<file path="src/tmr_shift_cfg.svh">
`ifndef TMR_SHIFT_CFG_SVH
`define TMR_SHIFT_CFG_SVH

// Lane word width of 2 or more bits
`define TMR_WIDTH 32

// Width of each per-lane upset counter
`define TMR_CNT_WIDTH 8

// Bits needed to address one bit of the word
`define TMR_IDX_WIDTH $clog2(`TMR_WIDTH)

`endif
</file>
<file path="src/tmr_shift_pkg.sv">
`default_nettype none

`include "tmr_shift_cfg.svh"

package tmr_shift_pkg;

  // Two-bit mode field encodings
  typedef enum logic [1:0] {
    SISO_RIGHT = 2'b00,
    SISO_LEFT  = 2'b01,
    PISO       = 2'b10,
    PIPO       = 2'b11
  } shift_mode_e;

  typedef struct packed {
    logic        enable;
    logic        load;
    shift_mode_e mode;
    logic        serial_in;
  } shift_ctrl_t;

  // Fault injection request
  typedef struct packed {
    logic [2:0]                  lane_mask; // Bit 0 is lane a
    logic [`TMR_IDX_WIDTH-1:0]   bit_idx;
  } inject_t;

  typedef struct packed {
    logic [`TMR_WIDTH-1:0] word;
    logic                  serial;
  } lane_out_t;

  // Index 0 is lane a, 2 is lane c
  typedef struct packed {
    logic [2:0][`TMR_CNT_WIDTH-1:0] count;
    logic [2:0]                     sticky;
  } upset_status_t;

endpackage

`default_nettype wire

</file>
<file path="src/tmr_shift_reg.sv">
`timescale 1ns/1ps
`default_nettype none

`include "tmr_shift_cfg.svh"

module tmr_shift_reg
  import tmr_shift_pkg::*;
(
  input  logic                  clk,
  input  logic                  rst,
  input  shift_ctrl_t           ctrl,
  input  logic [`TMR_WIDTH-1:0] parallel_in,
  input  inject_t               inject,
  input  logic                  status_clear,
  output logic [`TMR_WIDTH-1:0] parallel_out,
  output logic                  serial_out,
  output upset_status_t         status
);

  lane_out_t             lane_a;
  lane_out_t             lane_b;
  lane_out_t             lane_c;
  logic [`TMR_WIDTH-1:0] voted;
  logic [2:0]            mismatch;
  logic [2:0]            inject_hit;

  assign inject_hit = inject.lane_mask; // Bit i selects lane i

  shift_lane i_lane_a (
    .clk        (clk),
    .rst        (rst),
    .ctrl       (ctrl),
    .parallel_in(parallel_in),
    .inject_hit (inject_hit[0]),
    .inject_bit (inject.bit_idx),
    .voted      (voted),
    .mismatch   (mismatch[0]),
    .lane       (lane_a)
  );

  shift_lane i_lane_b (
    .clk        (clk),
    .rst        (rst),
    .ctrl       (ctrl),
    .parallel_in(parallel_in),
    .inject_hit (inject_hit[1]),
    .inject_bit (inject.bit_idx),
    .voted      (voted),
    .mismatch   (mismatch[1]),
    .lane       (lane_b)
  );

  shift_lane i_lane_c (
    .clk        (clk),
    .rst        (rst),
    .ctrl       (ctrl),
    .parallel_in(parallel_in),
    .inject_hit (inject_hit[2]),
    .inject_bit (inject.bit_idx),
    .voted      (voted),
    .mismatch   (mismatch[2]),
    .lane       (lane_c)
  );

  majority_voter i_voter (
    .lane_a      (lane_a),
    .lane_b      (lane_b),
    .lane_c      (lane_c),
    .voted_word  (voted),
    .voted_serial(serial_out),
    .mismatch    (mismatch)
  );

  upset_monitor i_monitor (
    .clk         (clk),
    .rst         (rst),
    .mismatch    (mismatch),
    .status_clear(status_clear),
    .status      (status)
  );

  assign parallel_out = voted;

endmodule

`default_nettype wire

</file>
<file path="src/upset_monitor.sv">
`timescale 1ns/1ps
`default_nettype none

`include "tmr_shift_cfg.svh"

module upset_monitor
  import tmr_shift_pkg::*;
(
  input  logic          clk,
  input  logic          rst,
  input  logic [2:0]    mismatch,
  input  logic          status_clear,
  output upset_status_t status
);

  logic [2:0][`TMR_CNT_WIDTH-1:0] cnt;
  logic [2:0]                     sticky;

  always_ff @(posedge clk or negedge rst) begin
    if (!rst) begin
      cnt    <= '0;
      sticky <= '0;
    end else if (status_clear) begin
      // Clear beats a same-cycle upset
      cnt    <= '0;
      sticky <= '0;
    end else begin
      for (int i = 0; i < 3; i++) begin
        if (mismatch[i] && !(&cnt[i])) begin
          cnt[i] <= cnt[i] + 1'b1;  // Holds at all ones
        end
      end
      sticky <= sticky | mismatch;
    end
  end

  assign status.count  = cnt;
  assign status.sticky = sticky;

  for (genvar g = 0; g < 3; g++) begin : g_sat_chk
    a_no_wrap: assert property (
      @(posedge clk) disable iff (!rst)
      ((&cnt[g]) && !status_clear) |=> (cnt[g] != '0)
    ) else $error("upset_monitor: counter %0d wrapped", g);
  end

endmodule

`default_nettype wire

</file>
<file path="src/majority_voter.sv">
`timescale 1ns/1ps
`default_nettype none

`include "tmr_shift_cfg.svh"

module majority_voter
  import tmr_shift_pkg::*;
(
  input  lane_out_t             lane_a,
  input  lane_out_t             lane_b,
  input  lane_out_t             lane_c,
  output logic [`TMR_WIDTH-1:0] voted_word,
  output logic                  voted_serial,
  output logic [2:0]            mismatch
);

  // Two-of-three vote per bit
  function automatic logic [`TMR_WIDTH-1:0] vote3(
    input logic [`TMR_WIDTH-1:0] a,
    input logic [`TMR_WIDTH-1:0] b,
    input logic [`TMR_WIDTH-1:0] c
  );
    return (a & b) | (a & c) | (b & c);
  endfunction

  always_comb begin
    voted_word   = vote3(lane_a.word, lane_b.word, lane_c.word);
    voted_serial = (lane_a.serial & lane_b.serial) |
                   (lane_a.serial & lane_c.serial) |
                   (lane_b.serial & lane_c.serial);

    mismatch[0] = (lane_a.word != voted_word);
    mismatch[1] = (lane_b.word != voted_word);
    mismatch[2] = (lane_c.word != voted_word);

    // Two lanes in the minority must also disagree with each other
    if (mismatch[0] && mismatch[1]) begin
      a_pair_ab: assert (lane_a.word != lane_b.word)
        else $error("majority_voter: lanes a and b agree but both outvoted");
    end
    if (mismatch[0] && mismatch[2]) begin
      a_pair_ac: assert (lane_a.word != lane_c.word)
        else $error("majority_voter: lanes a and c agree but both outvoted");
    end
    if (mismatch[1] && mismatch[2]) begin
      a_pair_bc: assert (lane_b.word != lane_c.word)
        else $error("majority_voter: lanes b and c agree but both outvoted");
    end
  end

endmodule

`default_nettype wire

</file>
<file path="src/shift_lane.sv">
`timescale 1ns/1ps
`default_nettype none

`include "tmr_shift_cfg.svh"

module shift_lane
  import tmr_shift_pkg::*;
(
  input  logic                      clk,
  input  logic                      rst,
  input  shift_ctrl_t               ctrl,
  input  logic [`TMR_WIDTH-1:0]     parallel_in,
  input  logic                      inject_hit,
  input  logic [`TMR_IDX_WIDTH-1:0] inject_bit,
  input  logic [`TMR_WIDTH-1:0]     voted,
  input  logic                      mismatch,
  output lane_out_t                 lane
);

  logic [`TMR_WIDTH-1:0] word_q;
  logic [`TMR_WIDTH-1:0] base;
  logic [`TMR_WIDTH-1:0] shifted;
  logic [`TMR_WIDTH-1:0] stepped;
  logic [`TMR_WIDTH-1:0] flip;
  logic [`TMR_WIDTH-1:0] word_d;
  logic                  update;

  // Scrub from the vote when this lane is outvoted
  assign base = mismatch ? voted : word_q;

  always_comb begin
    case (ctrl.mode)
      SISO_RIGHT: shifted = {ctrl.serial_in, base[`TMR_WIDTH-1:1]};
      SISO_LEFT:  shifted = {base[`TMR_WIDTH-2:0], ctrl.serial_in};
      PISO:       shifted = ctrl.load ? parallel_in : {1'b0, base[`TMR_WIDTH-1:1]};
      PIPO:       shifted = ctrl.load ? parallel_in : base;
      default:    shifted = base;
    endcase
  end

  assign stepped = ctrl.enable ? shifted : base;

  // One-hot flip of the chosen bit
  assign flip = inject_hit ? ({{(`TMR_WIDTH-1){1'b0}}, 1'b1} << inject_bit) : '0;

  assign word_d = stepped ^ flip;
  assign update = mismatch | ctrl.enable | inject_hit;

  always_ff @(posedge clk or negedge rst) begin
    if (!rst) begin
      word_q <= '0;
    end else if (update) begin
      word_q <= word_d;
    end
  end

  assign lane.word = word_q;
  // LSB first for right shifts, MSB first otherwise
  assign lane.serial = (ctrl.mode == SISO_RIGHT || ctrl.mode == PISO) ?
                       word_q[0] : word_q[`TMR_WIDTH-1];

  // An outvoted lane rejoins the vote within one edge
  a_scrub: assert property (
    @(posedge clk) disable iff (!rst)
    (mismatch && !inject_hit) |=> (word_q == $past(voted) || word_q == $past(shifted))
  ) else $error("shift_lane: scrub did not restore voted word");

endmodule

`default_nettype wire

</file>
<file path="config.mk">
export PLATFORM = sky130hd
export DESIGN_NAME = tmr_shift_reg
export DESIGN_NICKNAME = d
export VERILOG_FILES = /design/src/tmr_shift_pkg.sv /design/src/tmr_shift_reg.sv /design/src/upset_monitor.sv /design/src/majority_voter.sv /design/src/shift_lane.sv
export VERILOG_INCLUDE_DIRS = /design/src
export SDC_FILE = /design/constraint.sdc
export NUM_CORES = 1
export LEC_CHECK = 0
export BUFFER_PORTS_ARGS = -buffer_cell sky130_fd_sc_hd__buf_2
export CAP_MARGIN = 20
export CORE_ASPECT_RATIO = 1.4
export CORE_MARGIN = 5
export CORE_UTILIZATION = 45
export DETAILED_ROUTE_END_ITERATION = 8
export HOLD_SLACK_MARGIN = 0.06
export PLACE_DENSITY = 0.67
export SYNTH_ARGS = -nofsm -noshare
export SYNTH_HDL_FRONTEND = slang
export SYNTH_SLANG_ARGS = --single-unit
export TNS_END_PERCENT = 50
</file>
<file path="constraint.sdc">
create_clock -name clk -period 2.12 [get_ports clk]
set_input_delay 0.106 -clock clk [delete_from_list [all_inputs] [get_ports clk]]
set_output_delay 0.106 -clock clk [all_outputs]
set_load 0.02 [all_outputs]
</file>
==> out/metrics.yaml, run 1 <==
path_max_fanout: 5
crit_arrival_ns: 2.57
status: "finished, violations left"
netlist_instances: 1025
clk_latency_ns: 0.42
cp-start-kind: "flip-flop"
numPortBuffers: 107
cap_violations: 0
synth_area_leader_cell: "dfrtp_1"
fin_crit_sh_pct: 107
die_h_um: 176
reg2reg_to: "i_monitor.status[3]$_DFFE_PN0P_"
cts_tree: "done"
vias_per_cell: 5.98
ant_nets: 0
cts_root_buf: "clkbuf_16"
track_usage_pct: 25.7
place_inst: 1417
relSlewSlack_pct: 43.3
rrSetupSlack_ns: -0.14
ys_top_cells_by_area: "dfrtp_1, xor2_1, nand2_1, a21oi_1, nor2_1"
multi_input_area_mm2: 0.00577
synthesis.nets: 1076
wl_mm: 29.7
powerDensity_mw_per_mm2: 1000
coreArea_mm2: 0.0193
finalSetupViolCount: 8
path_cells: "and3b_1 -> nor4_4 -> buf_4 -> nand4_1 -> nor4_4 -> buf_4 -> a31oi_1 -> mux2_2"
grt_max_degree: 58
yosys_warnings: 0
fin_cells: 1459
maxSlewViolCount: 0
synthesis.area_mm2: 0.00885
gp_congestion: 0.982
synth_top_area_share_pct: 34.8
tns_ns: -0.764
num_vias: 8724
hold_violations: 0
r2r-start: "i_lane_c.word_q[8]$_DFFE_PN0P_"
clkTransAtPathRegs_ns: 0.06
cts.path.max_buffers: 2
fmax_ghz: 0.442
critical_path_class: "flip-flop to flip-flop"
tightest_slew_ns: 0.851
grt_pass1_vias: 8132
hold_ws_ns: 0.162
seq_area_mm2: 0.00309
path_depth: 8
dp_hpwl_mm: 22.2
total_leakage_power_uw: 0.00452
required_ns: 2.43
cts-htree-levels: 4
clock_sinks: 123
worst_slack_ns: -0.141
synth_flop_cell: "dfrtp_1"
num_io_pins: 108
postLayoutCoreUtil_pct: 57.5
post-route-drc-count: 0
path_buf_inv: 2
drtPass1Iterations: 5
drive_gt1_share_pct: 27.7
hp-class: "input pin to asynchronous set/reset pin"
final_nets: 1251
violations: "negative setup slack"
rows: 60
antenna_cells: 0
drt-wirelength-per-cell_um: 20.4
slowest_delay_ns: 0.41
r2r_cells: 8
synth.distinct_cells: 65
cts_buffers: 17
syn_to_final_growth_pct: 25.4
synth_seq_cells: 123
grt_antenna_before_repair: 1
die-area_mm2: 0.0226
end_kind: "flip-flop"
vdd_drop_max_uv: 642
rsz0062_at_grt: "true"
n_fill_cell: 1762
synth_edf_count: 0
die_x_um: 128
path_delay_family: "simple AND/OR/NAND/NOR gates"
synthArstFlopShare_pct: 100
fin_skew_ns: 0.00639
seq_area_frac_synth_pct: 34.8
start_util_pct: 45.8
syn-mean-instance-area_um2: 8.63
dr.first_iter.drc_count: 517
grt-ovfl-total: 0
period_minus_slack_ns: 2.26
grt_pass1_wl_mm: 44.6
cp_slowest_cell: "dfrtp_1"
[report_power, final]
part / total (µW) / leakage (µW) / internal, µW / switching, µW
clock network: 2900 / 0.000276 / 1860 / 1040
logic: 4650 / 0.00279 / 2090 / 2560
registers: 3580 / 0.00145 / 2840 / 738
[sequential cells by signal (all words and copies together), names as in the netlist]
name	cells
i_lane_a.word_q	32
i_lane_b.word_q	32
i_lane_c.word_q	32
i_monitor.status	24
i_monitor.sticky	3
[cells in the mapped netlist (11+ instances only)]
cell type / number
nand2_1: 129
dfrtp_1: 123
xor2_1: 84
nor2_1: 77
a21oi_1: 61
clkbuf_1: 38
nand3b_1: 37
nor3b_1: 37
o21ai_0: 36
nor2b_1: 35
o21a_1: 32
or3b_2: 30
and3b_1: 29
nor4_1: 22
nand4_1: 21
a211oi_1: 20
maj3_1: 19
o22ai_1: 19
inv_1: 16
a211o_1: 13
xnor2_1: 12
o211ai_1: 11
[cells in the final DEF, fill, tap and decap left out, drive strengths merged, types with 7 or more instances in the layout]
cell type	instances
a211o	13
a211oi	21
a21oi	62
and3	8
and3b	30
buf	200
clkbuf	22
dfrtp	123
inv	16
maj3	21
mux2	8
mux2i	8
nand2	129
nand2b	8
nand3	7
nand3b	37
nand4	21
nor2	77
nor2b	35
nor3	7
nor3b	37
nor4	24
o211ai	11
o21a	32
o21ai	36
o22ai	19
or3b	30
xnor2	12
xor2	84
[cell families after synthesis]
group           after synthesis  share of synthesized area (%)
compound gates              235                           17.8
xor+xnor                     96                           9.50
fa+ha+maj                    24                           2.83
buf+inv                      62                           2.81
flops                       123                           34.8
mux                          16                           1.92
simple gates                469                           30.4
[cell type report]
class                      instances  share of cell area [%]
tap                              248                    2.80
inverter                          17                   0.575
clock inverter                     8                    1.08
sequential                       123                    27.9
multi-input combinational        840                    52.0
timing repair buffer             201                    11.6
clock buffer                      22                    4.09
[metal layers]
metal,vias to the layer above,wire (µm),share of wire [%],track usage (%)
met5,-,0,0,0
met2,363,15000,50,44.6
met3,80,1990,6.7,4.72
met1,4193,11400,38,30.2
met4,0,1380,4.6,12.9
li1,4088,-,-,-
[metrics by stage]
stage                     power, µW  worst slack [ns]  cell area [µm²]
final                         11100            -0.141            11100
after global routing          11600            -0.200            11100
after CTS                     10900            -0.111            10900
after detailed placement       7870            -0.247            10100
after global placement         7800            -0.209            10100
after floorplan                5970            0.0559             8850
[repair_timing]
item	in CTS	in global routing
setup endpoints to repair	26	49
pin swaps	12	19
gates cloned	2	0
setup buffers	7	4
hold buffers	1	0
gates resized for setup	25	47
hold endpoints to repair	123	0
[how the worst max path moves through the flow]
stage	from	endpoint	slack, ns
3_5_place_dp	i_lane_b.word_q[25]$_DFFE_PN0P_	i_monitor.status[3]$_DFFE_PN0P_	-0.25
5_1_grt	i_lane_c.word_q[8]$_DFFE_PN0P_	i_monitor.status[3]$_DFFE_PN0P_	-0.20
2_1_floorplan	i_lane_c.word_q[1]$_DFFE_PN0P_	i_monitor.status[24]$_DFFE_PN0P_	0.06
4_1_cts	i_lane_b.word_q[8]$_DFFE_PN0P_	i_monitor.status[3]$_DFFE_PN0P_	-0.11
3_3_place_gp	i_lane_b.word_q[25]$_DFFE_PN0P_	i_monitor.status[3]$_DFFE_PN0P_	-0.21
6_report	i_lane_c.word_q[8]$_DFFE_PN0P_	i_monitor.status[3]$_DFFE_PN0P_	-0.14
No activity file was read; power rests on OpenSTA's default activity.
==> run 2, diff against run 1 <==
Settings changed: CORE_ASPECT_RATIO 1.4 to unset.
==> out/metrics.yaml, run 2 (synthesis results as in run 1) <==
cpMostUsedCell: "nor4_4"
period_minus_slack_ns: 2.30  # +0.0347 ns
post-route-drc-count: 0  # unchanged
cp-start-kind: "flip-flop"
r2r-start: "i_lane_c.word_q[27]$_DFFE_PN0P_"
p_seq_share_pct: 30.0  # -2.2 points
cts-htree-levels: 4  # unchanged
clock_sinks: 123  # unchanged
hold_depth: 3
clk_latency_ns: 0.42  # about the same
tns_ns: -1.23  # -0.465 ns
p_clk_share_pct: 25.3  # -0.8 points
power_uw: 11600  # +3.8%
worst_slack_ns: -0.176  # -0.0347 ns
worst_hold_path.endpoint: "i_lane_c.word_q[2]$_DFFE_PN0P_"
cts_buffers: 17  # unchanged
antenna_cells: 0  # unchanged
tightest_slew_ns: 0.841  # -0.00945 ns
end_kind: "flip-flop"
reg2reg_to: "i_monitor.status[3]$_DFFE_PN0P_"
swShare_pct: 38.6  # -0.41 points
die-area_mm2: 0.0226  # -0.18%
coreArea_mm2: 0.0194  # +0.54%
cap_violations: 0  # unchanged
drtPass1Iterations: 6  # +1
final_nets: 1297  # +3.7%
maxSlewViolCount: 0  # unchanged
cp_slowest_cell: "dfrtp_1"
holdCritStartpoint: "inject[7]"
fin_skew_ns: 0.00687  # +0.000482 ns
fin_cells: 1524  # +4.5%
vias_per_cell: 5.83  # -2.5%
status: "finished, violations left"
grt-ovfl-total: 0  # unchanged
rsz0062_at_grt: "true"
required_ns: 2.43  # about the same
violations: "negative setup slack"
total_leakage_power_uw: 0.00479  # +5.9%
crit_arrival_ns: 2.60  # +0.03 ns
vdd_drop_max_uv: 654  # +1.9%
cts_root_buf: "clkbuf_16"
drt-wirelength-per-cell_um: 19.3  # -5.1%
hold_violations: 0  # unchanged
die_x_um: 150  # +17%
clkTransAtPathRegs_ns: 0.06  # about the same
relSlewSlack_pct: 43.9  # +0.63 points
drive_gt1_share_pct: 30.7  # +3.0 points
rows: 51  # -15%
dp_hpwl_mm: 21.6  # -2.6%
r2r_cells: 8  # unchanged
hp-class: "input pin to flip-flop"
ant_nets: 0  # unchanged
wl_mm: 29.5  # -0.85%
cts_tree: "done"
layout_common_cells: "buf_4, nand2_1, dfrtp_1, buf_2, xor2_1"
die_h_um: 150  # -15%
slowest_delay_ns: 0.40  # about the same
grt_pass1_wl_mm: 45.6  # +2.0%
track_usage_pct: 26.3  # +0.56 points
rrSetupSlack_ns: -0.18  # -0.03 ns
comb_power_share_pct: 44.7  # +2.9 points
path_cells: "and3b_2 -> nor4_4 -> buf_4 -> nand4_1 -> nor4_4 -> buf_6 -> a31oi_2 -> mux2_2"
largestRegisters: "i_lane_a.word_q x32, i_lane_b.word_q x32, i_lane_c.word_q x32"
numPortBuffers: 107  # unchanged
grt_antenna_before_repair: 0  # -1
internal_power_uw: 7100  # +4.5%
layout_commonest_cell: "buf_4"
syn_to_final_growth_pct: 30.6
critical_path_class: "flip-flop to flip-flop"
p_switching_uw: 4460  # +2.7%
dr.first_iter.drc_count: 710  # +37%
fin_crit_sh_pct: 108  # +1.6 points
gp_congestion: 0.943  # -4.0%
grt_pass1_vias: 8409  # +3.4%
grt_max_degree: 60  # +3.4%
powerDensity_mw_per_mm2: 1000  # -0.30%
start_util_pct: 45.6  # -0.25 points
num_io_pins: 108  # unchanged
fmax_ghz: 0.436  # -1.5%
cts.path.max_buffers: 2  # unchanged
place_inst: 1469  # +3.7%
num_vias: 8884  # +1.8%
path_max_fanout: 5  # unchanged
finalSetupViolCount: 11  # +3
[run 2: cell types whose count changed in the layout (fill, tap and decap cells not counted), moves of 3 or more]
cell / before / now
nor2_2: 2 / 6
clkbuf_1: 4 / 1
nor2_1: 74 / 71
buf_4: 86 / 130
clkbuf_8: 1 / 4
buf_12: 2 / 5
dfrtp_1: 110 / 115
dfrtp_2: 13 / 8
[run 2: power groups by stage]
stage / Sequential [µW] / Clock (µW) / Combinational, µW
global route: 3550 / 3060 / 5530
CTS: 3420 / 2940 / 4890
global placement: 3430 / 0 / 4590
detailed placement: 3480 / 0 / 4620
finish: 3460 / 2930 / 5170
floorplan: 3450 / 0 / 2510
[run 2: how the worst max path moves through the flow]
stage | startpoint | end | slack (ns)
6_report | i_lane_c.word_q[27]$_DFFE_PN0P_ | i_monitor.status[3]$_DFFE_PN0P_ | -0.18
3_3_place_gp | i_lane_b.word_q[30]$_DFFE_PN0P_ | i_monitor.status[3]$_DFFE_PN0P_ | -0.38
3_5_place_dp | i_lane_b.word_q[30]$_DFFE_PN0P_ | i_monitor.status[3]$_DFFE_PN0P_ | -0.33
2_1_floorplan | i_lane_c.word_q[1]$_DFFE_PN0P_ | i_monitor.status[24]$_DFFE_PN0P_ | 0.06
4_1_cts | i_lane_c.word_q[19]$_DFFE_PN0P_ | i_monitor.status[7]$_DFFE_PN0P_ | -0.09
5_1_grt | i_lane_c.word_q[27]$_DFFE_PN0P_ | i_monitor.status[8]$_DFFE_PN0P_ | -0.26
[run 2: metal layers]
metal  wire length, µm  up-vias  part of all wire, %  global-route usage [%]
li1                  -     4194                    -                       -
met2             14200      315                   48                    43.2
met4               881        0                  3.0                    8.87
met5                 0        -                    0                       0
met3              2000       55                  6.8                    5.18
met1             12400     4320                   42                    34.8
[run 2: what timing repair did]
action                     4_1_cts  5_1_grt
resized for setup               26       49
hold endpoints to repair        30        0
pin swaps                        9       17
cloned                           1        0
setup buffers                   15        7
setup endpoints to repair       26       47
hold buffers                     1        0
[run 2: worst max-delay path, delay by kind of cell, from the launching register on]
kind | cells | cell delay [ns]
compound gates | 1 | 0.05
flops | 1 | 0.40
mux | 1 | 0.28
buf+inv | 2 | 0.34
simple gates | 4 | 1.10
[run 2: final cells by class]
type / instances / area [µm²]
inverter: 17 / 63.8
clock inverter: 10 / 114
multi-input combinational: 840 / 5800
fill: 1731 / 7840
sequential: 123 / 3090
timing repair buffer: 247 / 1670
clock buffer: 22 / 484
tap: 265 / 332
[run 2: metrics by stage]
stage                     utilization, %  hold slack [ns]  cell area [µm²]  setup slack [ns]
after global placement              54.0           0.0912            10500            -0.383
final                               59.6            0.189            11600            -0.176
after CTS                           58.3            0.177            11300           -0.0912
after global routing                59.6            0.195            11600            -0.261
after detailed placement            54.0           0.0969            10500            -0.333
after floorplan                        -           -0.190             8850            0.0559
==> run 3, diff against run 2 <==
Settings changed: REMOVE_ABC_BUFFERS set to 1, SKIP_CTS_REPAIR_TIMING set to 1.
==> out/metrics.yaml, run 3 (synthesis results as in run 1) <==
num_vias: 8583  # -3.4%
total_leakage_power_uw: 0.00454  # -5.3%
cts_tree: "done"
post-route-drc-count: 0  # unchanged
largestRegisters: "i_lane_a.word_q x32, i_lane_b.word_q x32, i_lane_c.word_q x32"
hp-class: "input pin to flip-flop"
cts_buffers: 17  # unchanged
powerDensity_mw_per_mm2: 1020  # +1.5%
die-area_mm2: 0.0226  # unchanged
fin_crit_sh_pct: 104  # -4.2 points
dp_hpwl_mm: 21.3  # -1.6%
fmax_ghz: 0.453  # +4.0%
syn_to_final_growth_pct: 25.8
n_fill_cell: 1798  # +3.9%
num_io_pins: 108  # unchanged
cp-start-kind: "flip-flop"
required_ns: 2.42  # about the same
clock_sinks: 123  # unchanged
grt_antenna_before_repair: 0  # unchanged
ant_nets: 0  # unchanged
final_nets: 1251  # -3.5%
fin_cells: 1477  # -3.1%
preCtsSetupSlack_ns: -0.180  # +0.153 ns
crit_arrival_ns: 2.51  # -0.09 ns
finalSetupViolCount: 9  # -2
die_x_um: 150  # unchanged
tightest_slew_ns: 0.839  # -0.00248 ns
clk_latency_ns: 0.42  # about the same
coreArea_mm2: 0.0194  # unchanged
die_h_um: 150  # unchanged
cts-htree-levels: 4  # unchanged
numPortBuffers: 107  # unchanged
cts.path.max_buffers: 2  # unchanged
drt-wirelength-per-cell_um: 19.4  # +0.37%
track_usage_pct: 25.2  # -1.1 points
power_uw: 11300  # -2.2%
cts_root_buf: "clkbuf_16"
drtPass1Iterations: 6  # unchanged
status: "finished, violations left"
end_kind: "flip-flop"
vias_per_cell: 5.81  # -0.31%
rsz0062_at_grt: "true"
dr.first_iter.drc_count: 683  # -3.8%
path_max_fanout: 8  # +3
vdd_drop_max_uv: 548  # -16%
grt_max_degree: 52  # -13%
tns_ns: -0.545  # +0.685 ns
clkTransAtPathRegs_ns: 0.06  # about the same
drive_gt1_share_pct: 26.6  # -4.1 points
period_minus_slack_ns: 2.21  # -0.0891 ns
grt-ovfl-total: 0  # unchanged
fin_skew_ns: 0.00924  # +0.00237 ns
start_util_pct: 45.6  # unchanged
grt_pass1_wl_mm: 43.9  # -3.7%
layout_commonest_cell: "nand2_1"
place_inst: 1438  # -2.1%
wl_mm: 28.7  # -2.7%
violations: "negative setup slack"
relSlewSlack_pct: 44.1  # +0.17 points
critical_path_class: "flip-flop to flip-flop"
rows: 51  # unchanged
rrSetupSlack_ns: -0.09  # +0.09 ns
maxSlewViolCount: 0  # unchanged
hold_violations: 0  # unchanged
gp_congestion: 0.986  # +4.6%
grt_pass1_vias: 8166  # -2.9%
worst_slack_ns: -0.0869  # +0.0891 ns
cap_violations: 0  # unchanged
layout_common_cells: "nand2_1, dfrtp_1, buf_2, buf_4, xor2_1"
antenna_cells: 0  # unchanged
[run 3: changes by cell type in the layout (fill, tap and decap cells not counted), moves of 4 or more]
cell,previous run,this run
dfrtp_1,115,106
buf_4,130,85
dfrtp_2,8,17
nor3b_2,5,1
maj3_1,14,18
nor3b_1,31,36
nor4_1,7,12
[run 3: worst paths after layout]
kind | start | end | cells past startpoint
max in group asynchronous | rst | i_lane_a.word_q[3]$_DFFE_PN0P_ | 3
min in group asynchronous | rst | i_monitor.sticky[2]$_DFF_PN0_ | 2
min reg2reg | i_monitor.sticky[1]$_DFF_PN0_ | i_monitor.sticky[1]$_DFF_PN0_ | 2
max | i_lane_b.word_q[18]$_DFFE_PN0P_ | i_monitor.status[7]$_DFFE_PN0P_ | 9
min | parallel_in[23] | i_lane_b.word_q[23]$_DFFE_PN0P_ | 4
max reg2reg | i_lane_b.word_q[18]$_DFFE_PN0P_ | i_monitor.status[7]$_DFFE_PN0P_ | 9
[run 3: metrics by stage]
step | utilization, % | hold slack [ns] | area (µm²)
3_5_place_dp | 52.7 | 0.113 | 10200
5_1_grt | 57.4 | 0.168 | 11100
3_3_place_gp | 52.7 | 0.111 | 10200
2_1_floorplan | - | -0.190 | 8660
4_1_cts | 56.1 | -0.328 | 10900
6_report | 57.4 | 0.161 | 11100
[run 3: critical path, stage by stage, from the launching register on]
cell and delay [ns]:
dfrtp_1 0.40, buf_4 0.16, and3b_1 0.18, nor4_2 0.24, buf_4 0.15, nand4_1 0.17, nor4_2 0.21, buf_4 0.23
nor4b_2 0.06, mux2_2 0.28
[run 3: cell type report]
| class | count | area [µm²] | share of cell area, % |
|---|---|---|---|
| clock buffer | 25 | 495 | 4.45 |
| clock inverter | 6 | 158 | 1.42 |
| inverter | 17 | 63.8 | 0.573 |
| multi-input combinational | 840 | 5670 | 50.9 |
| sequential | 123 | 3100 | 27.8 |
| tap | 265 | 332 | 2.98 |
| timing repair buffer | 201 | 1320 | 11.8 |
[run 3: power breakdown]
part           internal, µW  total [µW]  switching, µW
Combinational          2060        4440           2380
Clock                  2210        3250           1040
Sequential             2850        3620            773
Total                  7110       11300           4200
[run 3: routing by layer]
layer  routed length (µm)  global-route usage (%)  vias up
met4                  912                    9.38        0
met1                12300                    33.4     4134
li1                     -                       -     4087
met2                13600                    41.6      308
met5                    0                       0        -
met3                 1810                    3.94       54
